`config.mk`:
```
export PLATFORM = sky130hd
export DESIGN_NAME = hazardCore
export DESIGN_NICKNAME = d
export VERILOG_FILES = /design/src/hazardPkg.sv /design/src/forwardUnit.sv /design/src/hazardCore.sv /design/src/stageReg.sv /design/src/stallUnit.sv
export SDC_FILE = /design/constraint.sdc
export NUM_CORES = 1
export LEC_CHECK = 0
export ABC_AREA = 1
export BUFFER_PORTS_ARGS = -buffer_cell sky130_fd_sc_hd__buf_2
export CAP_MARGIN = 40
export CORE_UTILIZATION = 58
export CTS_CLUSTER_DIAMETER = 50
export CTS_CLUSTER_SIZE = 40
export DETAILED_ROUTE_END_ITERATION = 6
export PLACE_DENSITY_LB_ADDON = 0.1
export SLEW_MARGIN = 30
export SYNTH_ARGS = -nofsm -noshare
export SYNTH_HDL_FRONTEND = slang
export SYNTH_SLANG_ARGS = --single-unit
```
`constraint.sdc`:
```
create_clock -name clk -period 2.6 [get_ports clk]
set_input_delay 0.52 -clock clk [delete_from_list [all_inputs] [get_ports clk]]
set_output_delay 0.52 -clock clk [all_outputs]
set_load 0.02 [all_outputs]
```
`src/hazardPkg.sv`:
```
package hazardPkg;

	localparam int regAddrW = 5;
	localparam int pcW = 32;

	// Operand source codes for the ID-stage operand muxes
	localparam logic [1:0] fwdNone = 2'b00;	// Register file
	localparam logic [1:0] fwdEx = 2'b01;
	localparam logic [1:0] fwdMem1 = 2'b10;
	localparam logic [1:0] fwdMem2 = 2'b11;

	// Decoded fields of the instruction sitting in ID
	typedef struct packed {
		logic [regAddrW-1:0] rs;
		logic [regAddrW-1:0] rt;
		logic [regAddrW-1:0] dest;
		logic rfWr;
		logic dmRd;
		logic cp0Rd;
		logic bjOp;	// Branch or jump compare in ID
		logic [pcW-1:0] pc;
	} idInfo;

	typedef struct packed {
		logic [regAddrW-1:0] rt;
		logic [regAddrW-1:0] dest;
		logic rfWr;
		logic dmRd;
		logic cp0Rd;
		logic [pcW-1:0] pc;
	} exTag;

	// Same fields as exTag for now, used by MEM1 and MEM2
	typedef struct packed {
		logic [regAddrW-1:0] rt;
		logic [regAddrW-1:0] dest;
		logic rfWr;
		logic dmRd;
		logic cp0Rd;
		logic [pcW-1:0] pc;
	} memTag;

	typedef struct packed {
		logic iCacheDataOk;
		logic dCacheDataOk;
		logic dCacheAddrOk;
		logic mem1CacheSel;	// Counts as address accepted
		logic mem1DCacheEn;
		logic mem2DCacheEn;
		logic mem1ValidExceptIcache;
		logic memLastStall;
		logic dcacheLastConflict;
	} cacheStatus;

	typedef struct packed {
		logic mem1Ex;
		logic mem1EretFlush;
		logic isBusy;	// Multiply/divide unit busy
		logic rhlVisit;	// ID reads or writes hi/lo
	} ctrlEvent;

	typedef struct packed {
		logic pcWr;
		logic pfIfWr;
		logic ifIdWr;
		logic idExWr;
		logic exMem1Wr;
		logic mem1Mem2Wr;
		logic mem2WbWr;
	} stageWrite;

	typedef struct packed {
		logic [1:0] rsSel;
		logic [1:0] rtSel;
	} fwdSel;

endpackage

```
`src/forwardUnit.sv`:
```
module forwardUnit (
	input hazardPkg::idInfo id,
	input hazardPkg::exTag ex,
	input hazardPkg::memTag mem1,
	input hazardPkg::memTag mem2,
	output hazardPkg::fwdSel fwd
);

	// A stage can supply the operand when it writes a nonzero register equal to src
	function automatic logic writes(
		input logic rfWr,
		input logic [hazardPkg::regAddrW-1:0] dest,
		input logic [hazardPkg::regAddrW-1:0] src
	);
		return rfWr && (dest != '0) && (dest == src);
	endfunction

	// Youngest writer wins
	function automatic logic [1:0] pickSource(
		input logic [hazardPkg::regAddrW-1:0] src,
		input hazardPkg::exTag e,
		input hazardPkg::memTag m1,
		input hazardPkg::memTag m2
	);
		logic [1:0] sel;
		if (writes(e.rfWr, e.dest, src))
			sel = hazardPkg::fwdEx;
		else if (writes(m1.rfWr, m1.dest, src))
			sel = hazardPkg::fwdMem1;
		else if (writes(m2.rfWr, m2.dest, src))
			sel = hazardPkg::fwdMem2;
		else
			sel = hazardPkg::fwdNone;	// Read from register file
		return sel;
	endfunction

	always_comb begin
		fwd.rsSel = pickSource(id.rs, ex, mem1, mem2);
		fwd.rtSel = pickSource(id.rt, ex, mem1, mem2);
	end

endmodule

```
`src/hazardCore.sv`:
```
module hazardCore (
	input logic clk,
	input logic arstN,
	input hazardPkg::idInfo id,
	input hazardPkg::cacheStatus status,
	input hazardPkg::ctrlEvent evt,
	output hazardPkg::fwdSel fwd,
	output hazardPkg::stageWrite wr,
	output logic bubbleSel,
	output logic isStall,
	output logic dcacheStall,
	output logic icacheStall,
	output logic dataOk
);

	hazardPkg::exTag exIn;
	hazardPkg::exTag exQ;
	hazardPkg::memTag mem1In;
	hazardPkg::memTag mem1Q;
	hazardPkg::memTag mem2Q;

	// ID fields that EX keeps track of
	assign exIn.rt = id.rt;
	assign exIn.dest = id.dest;
	assign exIn.rfWr = id.rfWr;
	assign exIn.dmRd = id.dmRd;
	assign exIn.cp0Rd = id.cp0Rd;
	assign exIn.pc = id.pc;

	assign mem1In.rt = exQ.rt;
	assign mem1In.dest = exQ.dest;
	assign mem1In.rfWr = exQ.rfWr;
	assign mem1In.dmRd = exQ.dmRd;
	assign mem1In.cp0Rd = exQ.cp0Rd;
	assign mem1In.pc = exQ.pc;

	stageReg #(.payloadT(hazardPkg::exTag)) exStage (
		.clk(clk),
		.arstN(arstN),
		.load(wr.idExWr),
		.bubble(bubbleSel),	// Stalled ID enters as empty slot
		.d(exIn),
		.q(exQ)
	);

	stageReg #(.payloadT(hazardPkg::memTag)) mem1Stage (
		.clk(clk),
		.arstN(arstN),
		.load(wr.exMem1Wr),
		.bubble(1'b0),
		.d(mem1In),
		.q(mem1Q)
	);

	stageReg #(.payloadT(hazardPkg::memTag)) mem2Stage (
		.clk(clk),
		.arstN(arstN),
		.load(wr.mem1Mem2Wr),
		.bubble(1'b0),
		.d(mem1Q),
		.q(mem2Q)
	);

	forwardUnit i_forwardUnit (
		.id(id),
		.ex(exQ),
		.mem1(mem1Q),
		.mem2(mem2Q),
		.fwd(fwd)
	);

	stallUnit i_stallUnit (
		.id(id),
		.ex(exQ),
		.mem1(mem1Q),
		.mem2(mem2Q),
		.status(status),
		.evt(evt),
		.wr(wr),
		.bubbleSel(bubbleSel),
		.isStall(isStall),
		.dcacheStall(dcacheStall),
		.icacheStall(icacheStall),
		.dataOk(dataOk)
	);

endmodule

```
`src/stageReg.sv`:
```
module stageReg #(
	parameter type payloadT = hazardPkg::exTag
) (
	input logic clk,
	input logic arstN,
	input logic load,
	input logic bubble,
	input payloadT d,
	output payloadT q
);

	payloadT nextQ;

	// Bubble only takes effect together with load
	always_comb begin
		if (bubble)
			nextQ = '0;	// Empty slot, no writer
		else
			nextQ = d;
	end

	always_ff @(posedge clk or negedge arstN) begin
		if (!arstN) begin
			q <= '0;
		end
		else if (load) begin
			q <= nextQ;
		end
	end

endmodule

```
`src/stallUnit.sv`:
```
module stallUnit (
	input hazardPkg::idInfo id,
	input hazardPkg::exTag ex,
	input hazardPkg::memTag mem1,
	input hazardPkg::memTag mem2,
	input hazardPkg::cacheStatus status,
	input hazardPkg::ctrlEvent evt,
	output hazardPkg::stageWrite wr,
	output logic bubbleSel,
	output logic isStall,
	output logic dcacheStall,
	output logic icacheStall,
	output logic dataOk
);

	logic addrOk;
	logic conflict;
	logic exRtHit;
	logic mem1RtHit;
	logic mem2RtHit;
	logic exLoadUse;
	logic mem1LoadUse;
	logic mem2Branch;
	logic exBranch;
	logic dataHazard;
	logic mdStall;
	logic flush;

	assign exRtHit = (ex.rt == id.rs) || (ex.rt == id.rt);
	assign mem1RtHit = (mem1.rt == id.rs) || (mem1.rt == id.rt);
	assign mem2RtHit = (mem2.rt == id.rs) || (mem2.rt == id.rt);

	// Load or CP0 result not ready yet, pc compare skips the instruction itself
	assign exLoadUse = (ex.dmRd || ex.cp0Rd) && exRtHit && (ex.pc != id.pc);
	assign mem1LoadUse = (mem1.dmRd || mem1.cp0Rd) && mem1RtHit && (mem1.pc != id.pc);

	// Branch compares in ID and cannot take a late operand
	assign mem2Branch = id.bjOp && mem2.rfWr && mem2.dmRd && mem2RtHit;
	assign exBranch = id.bjOp && ex.rfWr && exRtHit;

	assign dataHazard = exLoadUse || mem1LoadUse || mem2Branch || exBranch;

	assign mdStall = evt.isBusy && evt.rhlVisit;	// Hi/lo access while busy
	assign flush = evt.mem1Ex || evt.mem1EretFlush;

	assign addrOk = status.mem1CacheSel || status.dCacheAddrOk;
	assign conflict = !status.mem1CacheSel && status.dcacheLastConflict;

	assign dataOk = status.dCacheDataOk || !status.mem2DCacheEn;

	assign dcacheStall = (!status.dCacheDataOk && status.mem2DCacheEn)
		|| (!addrOk && status.mem1DCacheEn)
		|| !status.iCacheDataOk;

	assign icacheStall = (status.memLastStall && status.mem2DCacheEn)
		|| (conflict && status.mem1ValidExceptIcache)
		|| mdStall
		|| dataHazard;

	always_comb begin
		wr = '1;
		bubbleSel = 1'b0;
		if (flush) begin
			// Back stages drain only when MEM2 data is in
			wr.mem1Mem2Wr = dataOk;
			wr.mem2WbWr = dataOk;
		end
		else if (dcacheStall) begin
			wr = '0;	// Freeze everything
			bubbleSel = 1'b1;
		end
		else if (mdStall || dataHazard) begin
			// Hold PC to ID, bubble into EX
			wr.pcWr = 1'b0;
			wr.pfIfWr = 1'b0;
			wr.ifIdWr = 1'b0;
			bubbleSel = 1'b1;
		end
	end

	assign isStall = !wr.pcWr;

endmodule
```
==> metrics.txt <==
slew margin rel.=66.8%; P_leak=3.43 nW; Sw Pwr=0.00122 W; clk_lat worst skew=380 ps; RSZ-0062 raised after global routing=yes; power share of the clock group=29.2%; min cycle time layout=2550 ps; Mapped Cells=760; GR Overflow Total=0; clk slew on worst S/H paths=100 ps; Synth cell types=29; die width=102 um; initial antenna violation count=0; Final Skew=13.2 ps; final instance area=0.00659 mm2; Worst path slowest cell=dfrtp_1; most instantiated cells after synthesis=nand2_1, dfrtp_1, xnor2_1; gr usage total=26.8%; Max Slew Vio Count=0; area leader, netlist=dfrtp_1; Ys Warns=0; proportion of layout cells with a drive suffix above 1=16.4%; Area Overhead vs Synth=13.8%; core area=0.00973 mm2; outcome=finished clean; Final nets=897; clk root buf=clkbuf_8; Switching Share=31.0%; effective utilization at floorplan=59.5%; Rows=36; Top FF cell, synth=dfrtp_1; Combinational Power Share=21.7%; Fin Hold WS=80.7 ps; Ant. Diodes=0; kind of critical path=flop to output pin; reg2reg start=exStage.q[30]; Area contributors post-synth=dfrtp_1, nand2_1, xnor2_1; routed vias/inst=5.05; Clock Path Buffers=2; GP Congestion=0.853; asr flop ratio synth=100%; VDD IR max=0.329 mV; CTS tree=done; EDFF count, synth=0; Fillers=856; routed via count=4894; clk sinks=102; largest net degree at the start of global routing=93; Routed WL=13200 um; H-tree levels=3; mapped cell area=0.00579 mm2; Num CTS Buffers=9; CP endpoint kind=output pin; min-delay worst type=input pin to async pin; syn nets=826; total count of hold-check failures in the final report=0; worst slew pin tran=498 ps; critical path startpoint=exStage.q[30]; synthesized area per cell=7.62 um2; Seq cells post-synth=102; share of the synthesized area in the top cell type=44.1%; final core occ=67.7%; Reg power frac=49.1%; vias in the first global route=4497; I/O pin cnt=82; overall power=0.00393 W; drt drc=0; placed inst area=0.00620 mm2; DR iter-0 viols=239; global-route wire length before repair=21200 um; Cell Pwr Density=597 mW/mm2; Seq/Total Area, Yosys=44.1%; GR Util met3=3.42%; most used cell, CP=nand2_1; M2 GR Usage=46.1%; final worst-path cycle share=98.0%; worst path cell trace=xnor2_1 > nand2_1 > nor2_2 > nand2_1 > nor2_2 > nand2_1 > nand2_1 > nand2_1 > nand2_2 > nand3_2 > nand2_4 > inv_4 > buf_6; Final Setup Violations=0; Worst EP arrival=2030 ps; GR Util met1=34.1%; FMAX=0.393 GHz; Req. time, crit path=2080 ps; crit-path max cell delay=420 ps; Die Span Y=102 um; most frequent cell after synthesis=nand2_1; Pre-Repair DR Iteration Count=6; Reg2Reg Depth=14; Port Buf Inserts=81; crit path max fanout=5; layer with the highest usage=met2; dpl hpwl=9180 um; max cap viols=0; Critical Path Start Type=flop; Pint=0.00271 W; Antenna Violating Nets Remaining=0; Die ar.=0.0104 mm2; detailed-route wire length per cell=13.6 um
## flip-flops by register name (all words and copies together) (netlist names)
signal,count
exStage.q,45
mem1Stage.q,45
mem2Stage.q,12
## cell type report
cell class	instances	area [um2]	area share [%]
Clock buffer	10	138	2.09
Clock inverter	6	93.8	1.42
Inverter	50	190	2.89
Multi-Input combinational cell	570	2840	43.1
Sequential cell	102	2550	38.7
Tap cell	133	166	2.53
Timing Repair Buffer	98	607	9.21
## per-stage QoR
| stage | TNS [ps] | setup WS [ps] | instances |
|---|---|---|---|
| after floorplan | 0 | 139 | 760 |
| after global placement | 0 | 18.7 | 946 |
| after detailed placement | -5.00 | -5.00 | 946 |
| after CTS | -16.7 | -9.00 | 963 |
| after global routing | -412 | -80.0 | 969 |
| final | 0 | 52.3 | 969 |
## final timing paths
path                              endpoint  slack (ps)
max                              bubbleSel          50
min                        mem1Stage.q[29]          80
max reg2reg                  exStage.q[33]         380
min reg2reg                mem1Stage.q[32]         490
max in group asynchronous    exStage.q[36]        1790
min in group clk             exStage.q[38]         340
## metal layers
| layer | share of wire [%] | vias up |
|---|---|---|
| met2 | 50 | 127 |
| li1 | - | 2437 |
| met1 | 44 | 2303 |
| met4 | 2.9 | 0 |
| met5 | 0 | - |
| met3 | 3.5 | 27 |
## placed cells by master, fill, tap and decap left out, types with 3 or more instances in the layout
| cell | count |
|---|---|
| nand2_1 | 355 |
| dfrtp_1 | 102 |
| buf_2 | 74 |
| xnor2_1 | 65 |
| inv_1 | 45 |
| nor2_1 | 35 |
| xor2_1 | 31 |
| o21ai_0 | 23 |
| buf_4 | 18 |
| clkbuf_8 | 10 |
| nand4_1 | 9 |
| a21oi_1 | 9 |
| nand3_1 | 8 |
| nor3_1 | 6 |
| nor2_2 | 6 |
| inv_2 | 4 |
| xnor2_2 | 3 |
| nand2_2 | 3 |
| mux2_1 | 3 |
| buf_6 | 3 |
## cells by family after synthesis
| family | after synthesis | synth area share (%) |
|---|---|---|
| compound gates | 40 | 3.80 |
| flops | 102 | 44.1 |
| simple gates | 427 | 28.6 |
| mux | 4 | 0.778 |
| xor+xnor | 99 | 15.0 |
| buf+inv | 88 | 7.78 |
## critical path, delay by kind of cell, from the launching register on
family	cells	cell delay [ps]
AND/OR/NAND/NOR	10	920
flip-flops	1	420
buffers and inverters	2	170
XOR/XNOR	1	140
## power by group through the flow
| stage | sequential, W | combinational, W | clock [W] |
|---|---|---|---|
| floorplan | 0.00192 | 0.000594 | 0 |
| global placement | 0.00195 | 0.000782 | 0 |
| detailed placement | 0.00196 | 0.000810 | 0 |
| global route | 0.00196 | 0.000960 | 0.00123 |
| CTS | 0.00193 | 0.000820 | 0.00117 |
| finish | 0.00193 | 0.000852 | 0.00115 |
## timing repair
item / 4_1_cts / 5_1_grt
hold buffers: 0 / 0
resized for setup: 7 / 18
endpoints found under the hold margin: 0 / 0
setup buffers: 1 / 5
pin swaps: 5 / 15
setup endpoints to repair: 5 / 6
(Power assumes the default switching activity.)
